File: config.mk
export PLATFORM = sky130hd
export DESIGN_NAME = soc_io
export DESIGN_NICKNAME = d
export VERILOG_FILES = /design/src/source/soc_map_pkg.sv /design/src/source/soc_io_pkg.sv /design/src/source/mem_select.sv /design/src/source/uart.sv /design/src/source/rgb_enc.sv /design/src/source/hexdisp.sv /design/src/source/soc_io.sv
export SDC_FILE = /design/constraint.sdc
export NUM_CORES = 1
export LEC_CHECK = 0
export CORE_UTILIZATION = 50
export CTS_CLUSTER_SIZE = 12
export DETAILED_ROUTE_END_ITERATION = 8
export DONT_BUFFER_PORTS = 1
export PLACE_DENSITY_LB_ADDON = 0.15
export SLEW_MARGIN = 20
export SYNTH_ARGS = -nofsm -noshare
export SYNTH_HDL_FRONTEND = slang
export SYNTH_HIERARCHICAL = 1
export SYNTH_SLANG_ARGS = --single-unit
File: constraint.sdc
create_clock -name clock_50 -period 5.5 [get_ports clock_50]
set_clock_uncertainty 0.2 [all_clocks]
set_input_delay 0.825 -clock clock_50 [delete_from_list [all_inputs] [get_ports clock_50]]
set_output_delay 0.825 -clock clock_50 [all_outputs]
set_load 0.02 [all_outputs]
File: src/source/soc_map_pkg.sv
package soc_map_pkg;

  // Bus address, seen as a region/offset pair or as one word
  typedef union packed {
    struct packed {
      logic [7:0]  region;
      logic [23:0] offset;
    } map;
    logic [31:0] raw;
  } soc_addr_u;

  // Region codes held in address bits 31:24
  localparam logic [7:0] REGION_SRAM    = 8'h00;
  localparam logic [7:0] REGION_UART0   = 8'h10;
  localparam logic [7:0] REGION_UART1   = 8'h11;
  localparam logic [7:0] REGION_ENCODER = 8'h12;
  localparam logic [7:0] REGION_SWITCH  = 8'h13;

  // One-hot device select vector
  localparam int SEL_WIDTH = 5;

  localparam int SEL_SRAM    = 0;
  localparam int SEL_UART0   = 1;
  localparam int SEL_UART1   = 2;
  localparam int SEL_ENCODER = 3;
  localparam int SEL_SWITCH  = 4;

endpackage

File: src/source/soc_io_pkg.sv
package soc_io_pkg;

  // UART register word offsets (address bits 2:1)
  localparam logic [1:0] UART_REG_DATA   = 2'd0;
  localparam logic [1:0] UART_REG_STATUS = 2'd1;
  localparam logic [1:0] UART_REG_DIV    = 2'd2;

  // Encoder register word offsets
  localparam logic [1:0] ENC_REG_POS    = 2'd0;
  localparam logic [1:0] ENC_REG_STATUS = 2'd1;
  localparam logic [1:0] ENC_REG_RGB    = 2'd2;

  // UART status bits
  localparam int STAT_TX_BUSY    = 0;
  localparam int STAT_RX_VALID   = 1;
  localparam int STAT_RX_OVERRUN = 2;

  // Encoder status bits
  localparam int ENC_STAT_BUTTON = 0;

  // Detent count of one encoder turn
  localparam int ENC_POSITIONS = 24;

endpackage

File: src/source/mem_select.sv
`timescale 1ns/10ps

module mem_select (
  input  logic                               clock_50,
  input  soc_map_pkg::soc_addr_u             addr,
  output logic [soc_map_pkg::SEL_WIDTH-1:0]  sel
);

  import soc_map_pkg::*;

  logic [7:0] region;

  assign region = addr.map.region;

  // Only the top byte takes part in the decode
  always_comb begin
    sel = '0;
    case (region)
      REGION_SRAM: begin
        sel[SEL_SRAM] = 1'b1;
      end
      REGION_UART0: begin
        sel[SEL_UART0] = 1'b1;
      end
      REGION_UART1: begin
        sel[SEL_UART1] = 1'b1;
      end
      REGION_ENCODER: begin
        sel[SEL_ENCODER] = 1'b1;
      end
      REGION_SWITCH: begin
        sel[SEL_SWITCH] = 1'b1;
      end
      default: begin
        sel = '0;
      end
    endcase
  end

  // The read mux ORs the selected devices, so two at once would corrupt cpu_rdata
  sel_onehot: assert property (@(posedge clock_50) $onehot0(sel))
    else $error("mem_select: more than one device selected, sel=%b", sel);

endmodule

File: src/source/uart.sv
`timescale 1ns/10ps

module uart #(
  parameter int unsigned DIV_RESET = 16
) (
  input  logic        clock_50,
  input  logic        rst_n,
  input  logic        write,
  input  logic [1:0]  address,
  input  logic [15:0] data_in,
  output logic [15:0] data_out,
  input  logic        rx,
  output logic        tx
);

  import soc_io_pkg::*;

  logic [15:0] div;
  logic        data_write;
  logic        status_write;
  logic        div_write;

  // Transmitter
  logic        tx_busy;
  logic [9:0]  tx_shift;
  logic [15:0] tx_cnt;
  logic [3:0]  tx_bit;

  // Receiver
  logic        rx_meta;
  logic        rx_sync;
  logic        rx_last;
  logic        rx_busy;
  logic [15:0] rx_cnt;
  logic [3:0]  rx_bit;
  logic [7:0]  rx_shift;
  logic [7:0]  rx_data;
  logic        rx_valid;
  logic        rx_overrun;
  logic        rx_tick;
  logic        rx_done;
  logic [15:0] half_div;

  assign data_write   = write && (address == UART_REG_DATA);
  assign status_write = write && (address == UART_REG_STATUS);
  assign div_write    = write && (address == UART_REG_DIV);

  always_ff @(posedge clock_50) begin
    if (!rst_n) begin
      div <= 16'(DIV_RESET);
    end else if (div_write) begin
      // Below 2 the half-bit count would underflow
      div <= (data_in < 16'd2) ? 16'd2 : data_in;
    end
  end

  // Frame is stop, data LSB first, start; shifted out from bit 0
  always_ff @(posedge clock_50) begin
    if (!rst_n) begin
      tx_busy  <= 1'b0;
      tx_shift <= '1;
      tx_cnt   <= '0;
      tx_bit   <= '0;
    end else if (!tx_busy) begin
      if (data_write) begin
        tx_busy  <= 1'b1;
        tx_shift <= {1'b1, data_in[7:0], 1'b0};
        tx_cnt   <= '0;
        tx_bit   <= '0;
      end
    end else if (tx_cnt >= div - 16'd1) begin
      tx_cnt   <= '0;
      tx_shift <= {1'b1, tx_shift[9:1]};
      if (tx_bit == 4'd9) begin
        tx_busy <= 1'b0;
        tx_bit  <= '0;
      end else begin
        tx_bit <= tx_bit + 4'd1;
      end
    end else begin
      tx_cnt <= tx_cnt + 16'd1;
    end
  end

  assign tx = tx_shift[0];

  always_ff @(posedge clock_50) begin
    if (!rst_n) begin
      rx_meta <= 1'b1;
      rx_sync <= 1'b1;
      rx_last <= 1'b1;
    end else begin
      rx_meta <= rx;
      rx_sync <= rx_meta;
      rx_last <= rx_sync;
    end
  end

  assign half_div = {1'b0, div[15:1]} - 16'd1;
  assign rx_tick  = rx_busy && (rx_cnt == 16'd0);
  assign rx_done  = rx_tick && (rx_bit == 4'd9) && rx_sync;

  always_ff @(posedge clock_50) begin
    if (!rst_n) begin
      rx_busy    <= 1'b0;
      rx_cnt     <= '0;
      rx_bit     <= '0;
      rx_valid   <= 1'b0;
      rx_overrun <= 1'b0;
    end else begin
      if (status_write) begin
        rx_valid   <= 1'b0;
        rx_overrun <= 1'b0;
      end
      if (!rx_busy) begin
        if (rx_last && !rx_sync) begin
          rx_busy <= 1'b1;
          rx_cnt  <= half_div;
          rx_bit  <= '0;
        end
      end else if (!rx_tick) begin
        rx_cnt <= rx_cnt - 16'd1;
      end else begin
        rx_cnt <= div - 16'd1;
        if (rx_bit == 4'd0) begin
          // Start bit gone high again at mid-bit, treat as a glitch
          if (rx_sync) begin
            rx_busy <= 1'b0;
          end
          rx_bit <= 4'd1;
        end else if (rx_bit == 4'd9) begin
          rx_busy <= 1'b0;
          rx_bit  <= '0;
        end else begin
          rx_bit <= rx_bit + 4'd1;
        end
      end
      // Frames with a low stop bit are dropped
      if (rx_done) begin
        rx_valid   <= 1'b1;
        rx_overrun <= rx_valid && !status_write;
      end
    end
  end

  always_ff @(posedge clock_50) begin
    if (rx_tick && (rx_bit != 4'd0) && (rx_bit != 4'd9)) begin
      rx_shift <= {rx_sync, rx_shift[7:1]};
    end
    if (rx_done) begin
      rx_data <= rx_shift;
    end
  end

  always_comb begin
    data_out = '0;
    case (address)
      UART_REG_DATA: begin
        data_out = {8'h00, rx_data};
      end
      UART_REG_STATUS: begin
        data_out[STAT_TX_BUSY]    = tx_busy;
        data_out[STAT_RX_VALID]   = rx_valid;
        data_out[STAT_RX_OVERRUN] = rx_overrun;
      end
      UART_REG_DIV: begin
        data_out = div;
      end
      default: begin
        data_out = '0;
      end
    endcase
  end

  bit_index_range: assert property (@(posedge clock_50) disable iff (!rst_n)
    (tx_bit <= 4'd9) && (rx_bit <= 4'd9))
    else $error("uart: bit index out of range, tx_bit=%0d rx_bit=%0d", tx_bit, rx_bit);

endmodule

File: src/source/rgb_enc.sv
`timescale 1ns/10ps

module rgb_enc (
  input  logic        clock_50,
  input  logic        rst_n,
  input  logic [1:0]  quad,
  input  logic        button,
  input  logic        write,
  input  logic [1:0]  address,
  input  logic [15:0] data_in,
  output logic [15:0] data_out,
  output logic [2:0]  rgb_out
);

  import soc_io_pkg::*;

  logic [1:0] quad_meta;
  logic [1:0] quad_sync;
  logic [1:0] quad_prev;
  logic       pb_meta;
  logic       pb_sync;
  logic       pb_last;
  logic       step_fwd;
  logic       step_rev;
  logic [4:0] position;
  logic       pressed;
  logic [2:0] colour;

  always_ff @(posedge clock_50) begin
    if (!rst_n) begin
      quad_meta <= '0;
      quad_sync <= '0;
      quad_prev <= '0;
      pb_meta   <= 1'b0;
      pb_sync   <= 1'b0;
      pb_last   <= 1'b0;
    end else begin
      quad_meta <= quad;
      quad_sync <= quad_meta;
      quad_prev <= quad_sync;
      pb_meta   <= button;
      pb_sync   <= pb_meta;
      pb_last   <= pb_sync;
    end
  end

  // Gray sequence 00 01 11 10 counts up; both bits changing is skipped
  always_comb begin
    step_fwd = 1'b0;
    step_rev = 1'b0;
    case ({quad_prev, quad_sync})
      4'b0001, 4'b0111, 4'b1110, 4'b1000: step_fwd = 1'b1;
      4'b0010, 4'b1011, 4'b1101, 4'b0100: step_rev = 1'b1;
      default: step_fwd = 1'b0;
    endcase
  end

  always_ff @(posedge clock_50) begin
    if (!rst_n) begin
      position <= '0;
      pressed  <= 1'b0;
      colour   <= '0;
    end else begin
      if (write && (address == ENC_REG_POS)) begin
        if (data_in < 16'(ENC_POSITIONS)) begin
          position <= data_in[4:0];
        end
      end else if (step_fwd) begin
        position <= (position == 5'(ENC_POSITIONS - 1)) ? 5'd0 : position + 5'd1;
      end else if (step_rev) begin
        position <= (position == 5'd0) ? 5'(ENC_POSITIONS - 1) : position - 5'd1;
      end
      if (write && (address == ENC_REG_STATUS)) begin
        pressed <= 1'b0;
      end
      // A press in the same cycle as the clear is kept
      if (pb_sync && !pb_last) begin
        pressed <= 1'b1;
      end
      if (write && (address == ENC_REG_RGB)) begin
        colour <= data_in[2:0];
      end
    end
  end

  assign rgb_out = colour;

  always_comb begin
    data_out = '0;
    case (address)
      ENC_REG_POS:    data_out = {11'd0, position};
      ENC_REG_STATUS: data_out[ENC_STAT_BUTTON] = pressed;
      ENC_REG_RGB:    data_out = {13'd0, colour};
      default:        data_out = '0;
    endcase
  end

  position_range: assert property (@(posedge clock_50) disable iff (!rst_n)
    position < 5'(ENC_POSITIONS))
    else $error("rgb_enc: position %0d out of range", position);

endmodule

File: src/source/hexdisp.sv
`timescale 1ns/10ps

module hexdisp (
  input  logic [3:0] in,
  output logic [6:0] out
);

  // Active low, bit 0 is segment a
  always_comb begin
    case (in)
      4'h0: out = 7'h40;
      4'h1: out = 7'h79;
      4'h2: out = 7'h24;
      4'h3: out = 7'h30;
      4'h4: out = 7'h19;
      4'h5: out = 7'h12;
      4'h6: out = 7'h02;
      4'h7: out = 7'h78;
      4'h8: out = 7'h00;
      4'h9: out = 7'h10;
      4'hA: out = 7'h08;
      4'hB: out = 7'h03;
      4'hC: out = 7'h46;
      4'hD: out = 7'h21;
      4'hE: out = 7'h06;
      default: out = 7'h0E;
    endcase
  end

endmodule

File: src/source/soc_io.sv
`timescale 1ns/10ps

module soc_io #(
  parameter int unsigned UART_DIV_RESET = 16
) (
  input  logic        clock_50,
  input  logic        rst_n,
  input  logic [31:0] cpu_addr,
  input  logic [15:0] cpu_wdata,
  input  logic        cpu_write,
  input  logic        cpu_bytectl,
  output logic [15:0] cpu_rdata,
  input  logic [9:0]  sw,
  output logic [7:0]  ledg,
  output logic [9:0]  ledr,
  output logic [6:0]  hex0,
  output logic [6:0]  hex1,
  output logic [6:0]  hex2,
  output logic [6:0]  hex3,
  output logic [17:0] sram_addr,
  output logic [15:0] sram_wdata,
  input  logic [15:0] sram_rdata,
  output logic        sram_we_n,
  output logic        sram_oe_n,
  output logic        sram_ub_n,
  output logic        sram_lb_n,
  output logic        sram_ce_n,
  input  logic        serial0_rx,
  input  logic        serial1_rx,
  output logic        serial0_tx,
  output logic        serial1_tx,
  input  logic [1:0]  quad,
  input  logic        pb,
  output logic [2:0]  rgb
);

  import soc_map_pkg::*;

  soc_addr_u            addr;
  logic [SEL_WIDTH-1:0] sel;
  logic [1:0]           reg_addr;
  logic [15:0]          uart0_data;
  logic [15:0]          uart1_data;
  logic [15:0]          enc_data;

  assign addr.raw = cpu_addr;
  assign reg_addr = addr.map.offset[2:1];

  mem_select u_mem_select (.clock_50(clock_50), .addr(addr), .sel(sel));

  uart #(.DIV_RESET(UART_DIV_RESET)) uart0 (
    .clock_50(clock_50), .rst_n(rst_n), .write(cpu_write & sel[SEL_UART0]),
    .address(reg_addr), .data_in(cpu_wdata), .data_out(uart0_data),
    .rx(serial0_rx), .tx(serial0_tx));

  uart #(.DIV_RESET(UART_DIV_RESET)) uart1 (
    .clock_50(clock_50), .rst_n(rst_n), .write(cpu_write & sel[SEL_UART1]),
    .address(reg_addr), .data_in(cpu_wdata), .data_out(uart1_data),
    .rx(serial1_rx), .tx(serial1_tx));

  rgb_enc u_rgb_enc (
    .clock_50(clock_50), .rst_n(rst_n), .quad(quad), .button(pb),
    .write(cpu_write & sel[SEL_ENCODER]), .address(reg_addr), .data_in(cpu_wdata),
    .data_out(enc_data), .rgb_out(rgb));

  // AND-OR read mux, nothing selected reads as zero
  assign cpu_rdata = ({16{sel[SEL_SRAM]}}    & sram_rdata)
                   | ({16{sel[SEL_UART0]}}   & uart0_data)
                   | ({16{sel[SEL_UART1]}}   & uart1_data)
                   | ({16{sel[SEL_ENCODER]}} & enc_data)
                   | ({16{sel[SEL_SWITCH]}}  & {8'h00, sw[7:0]});

  // SRAM is word wide, so byte address bit 0 picks the lane
  assign sram_addr  = addr.map.offset[18:1];
  assign sram_wdata = cpu_wdata;
  assign sram_we_n  = ~cpu_write;
  assign sram_oe_n  = ~sram_we_n;
  assign sram_ce_n  = ~sel[SEL_SRAM];
  assign sram_lb_n  = cpu_bytectl & ~addr.map.offset[0];
  assign sram_ub_n  = cpu_bytectl & addr.map.offset[0];

  assign ledg = {{(8 - SEL_WIDTH){1'b0}}, sel};
  assign ledr = {8'h00, cpu_bytectl, cpu_write};

  hexdisp u_hex3 (.in(cpu_wdata[15:12]), .out(hex3));
  hexdisp u_hex2 (.in(cpu_wdata[11:8]), .out(hex2));
  hexdisp u_hex1 (.in(cpu_wdata[7:4]), .out(hex1));
  hexdisp u_hex0 (.in(cpu_wdata[3:0]), .out(hex0));

endmodule

==> impl_metrics.tcl <==
set metrics [dict create \
    vias 11157 \
    hold_slack_ns 0.219 \
    power_density_nw_per_um2 233 \
    placed_area_um2 13300 \
    comb_power_share 0.143 \
    synth_area_um2 13600 \
    crit_type "flip-flop to flip-flop" \
    crit_fanout 11 \
    tns_ns 0 \
    relSlewSlack 0.214 \
    holdPathEnd "uart1/rx_sync$_SDFF_PN1_" \
    worstHoldPathCells 1 \
    root_buffer "clkbuf_16" \
    hold_viol 0 \
    core_area_um2 26800 \
    arrival_ns 4.91 \
    placed_cells 1845 \
    synth-edff-count 32 \
    netlist.area_leader.share 0.238 \
    synth.top_cells.by_count "224 x nand2_1, 162 x dfxtp_1, 113 x nor2_1" \
    post_route_cells_drive_above_1_share 0.0697 \
    antenna_cells 0 \
    r2r.worst_path.cells 13 \
    leakagePower_nw 5.40 \
    die-area_um2 27900 \
    synth_top_cell_by_area "dfxtp_1" \
    area_growth_pct 2.12 \
    antenna_left 0 \
    wirelength_mm 35.8 \
    drv_slew 0 \
    grt_max_degree 125 \
    rsz0062_at_grt "false" \
    setup_viol 0 \
    clockPowerShare 0.387 \
    grtUsageTotal 0.254 \
    r2r_start "uart1/div[1]$_SDFFE_PN0P_" \
    routed_via_density 5.94 \
    reg2reg_slack_ns 0.76 \
    worst_pin_slew_ns 1.18 \
    rows 60 \
    start_util 0.508 \
    seq_area_um2 4200 \
    grt_pass1_wl_mm 56.3 \
    post-route-period-util 0.862 \
    layout.cells.non_filler 1877 \
    ys_seq_area_frac 0.309 \
    pre_cts_ws_ns 0.767 \
    drc 0 \
    hp-start "uart1/rx_meta$_SDFF_PN1_" \
    async_reset_ff_frac 0 \
    clk_pin_slew_ns 0.08 \
    first_global_vias 10243 \
    syn_inst 1624 \
    yosys_register_bits 194 \
    port_buffers 0 \
    yosysWarnings 6 \
    cp.required_ns 5.67 \
    final_area_um2 13900 \
    status "finished clean" \
    ys_types 90 \
    grt_antenna_before_repair 0 \
    layout_setup_ws_ns 0.758 \
    cts_buffer_depth 2 \
    wl_per_cell_um 19.1 \
    cts_buffers 17 \
    swShare 0.292 \
    cts_sinks 194 \
    gp_congestion 0.877 \
    pin_count 189 \
    ctsHtreeMaxLevel 4 \
    clk_latency_ns 0.43 \
    fin_nets 1688 \
    drt_first_pass_iters 6 \
    max_freq_mhz 211 \
    cp-start-kind "flip-flop" \
    synth.most_common_cell "nand2_1" \
    cts_resized 0 \
    r2r-end "uart1/tx_cnt[14]$_SDFFE_PN0P_" \
    fp.dieH_um 167 \
    pwr-share-seq 0.470 \
    finalCriticalPeriod_ns 4.74 \
    cts_tree "built" \
    synth.avg_cell_area_um2 8.38 \
    intPower_mw 2.29 \
    p_total_mw 3.23 \
    drtIter0Drc 947 \
    cap_violations 0 \
    p_switching_mw 0.944 \
    dp_hpwl_mm 25.4 \
    synthFlopType "dfxtp_1" \
    worstSetupEndpointType "flip-flop" \
    die_x_um 167 \
    cts_hold_buf 0 \
    synthTopCellsByArea "dfxtp_1 24%, ha_1 7.5%, edfxtp_1 7.1%" \
    grt_overflow 0 \
    postCtsSetupRepairBufs 0 \
    peakVddDrop_mv 0.152 \
    hold_path_class "flip-flop to flip-flop" \
    multi_input_area_um2 8370 \
    fillCellCount 2507 \
    post-route-util 0.519 \
]
==> routing by layer <==
layer,GRT usage,vias up,share of wire
met5,0,-,0
met2,0.398,372,0.44
met3,0.0466,47,0.066
met1,0.352,5267,0.47
li1,-,5471,-
met4,0.0773,0,0.022
==> cell usage in the layout, fill, tap and decap left out, types with 14 or more instances in the layout <==
cell type,instances
a22oi_1,24
nor2_1,112
clkbuf_16,17
a211oi_1,17
nor3_1,28
dfxtp_1,162
nand3_1,49
inv_1,57
nand2_1,224
xor2_1,34
and2_1,46
nor2b_1,32
nand4_1,14
ha_1,82
edfxtp_1,32
nor4_1,18
o21ai_0,63
a21boi_0,27
a31oi_1,16
mux2_2,19
nand2b_1,27
xnor2_1,47
conb_1,22
mux2i_1,66
a21oi_1,64
==> worst max path at each step <==
| stage | from | to | slack, ns | cells past startpoint |
|---|---|---|---|---|
| 2_1_floorplan | uart1/div[2]$_SDFFE_PN0P_ | uart1/tx_shift[5]$_SDFFE_PN1P_ | 1.24 | 15 |
| 3_3_place_gp | uart1/div[1]$_SDFFE_PN0P_ | uart1/tx_cnt[14]$_SDFFE_PN0P_ | 0.83 | 13 |
| 3_5_place_dp | uart1/div[1]$_SDFFE_PN0P_ | uart1/tx_cnt[14]$_SDFFE_PN0P_ | 0.77 | 13 |
| 4_1_cts | uart1/div[1]$_SDFFE_PN0P_ | uart1/tx_cnt[14]$_SDFFE_PN0P_ | 0.77 | 13 |
| 5_1_grt | uart1/div[1]$_SDFFE_PN0P_ | uart1/tx_cnt[8]$_SDFFE_PN0P_ | 0.38 | 13 |
| 6_report | uart1/div[1]$_SDFFE_PN0P_ | uart1/tx_cnt[14]$_SDFFE_PN0P_ | 0.76 | 13 |
==> cells by family (layout without fill, tap and decap cells) <==
kind of cell	after synthesis	after routing	share of synthesized area
xor+xnor	81	81	0.0521
buf+inv	208	100	0.0837
mux	89	89	0.0720
flops	194	194	0.309
fa+ha+maj	82	82	0.0754
simple gates	648	648	0.246
compound gates	320	320	0.161
other cells	2	22	0.000552
==> worst max-delay path, cell delays in order (launching register included) <==
cell	delay, ns
dfxtp_1	0.52
inv_1	0.14
ha_1	0.25
a21boi_0	0.39
nand2_1	0.15
or3b_2	0.50
xor2_1	0.27
ha_1	0.31
nand4_1	0.20
nor3_1	0.07
or4_1	0.61
or3_1	0.59
or3_1	0.40
o21ai_0	0.07
==> area by class of cell <==
cell class,count,area share
flip-flops and latches,194,0.302
clock inverters,14,0.0123
inverters,57,0.0154
clock buffers,18,0.0309
repair buffers,11,0.00594
well taps,341,0.0307
multi-input cells,1242,0.602
==> state kept, by name (all words and copies together), names as in the netlist, 5 cells and up <==
signal and count:
u_rgb_enc/position 5, uart1/tx_shift 9, uart0/rx_shift 8, uart1/rx_data 8, uart0/div 16, uart0/tx_cnt 16
uart1/div 16, uart0/tx_shift 9, uart0/rx_cnt 16, uart1/rx_cnt 16, uart0/rx_data 8, uart1/rx_shift 8
uart1/tx_cnt 16
==> power groups by stage <==
stage	Sequential, mW	Combinational, mW	Clock (mW)
finish	1.52	0.462	1.25
global route	1.52	0.509	1.34
CTS	1.52	0.457	1.28
detailed placement	1.55	0.455	0
global placement	1.55	0.447	0
floorplan	1.53	0.471	0
Note: power is estimated with default switching activity, not from simulation.
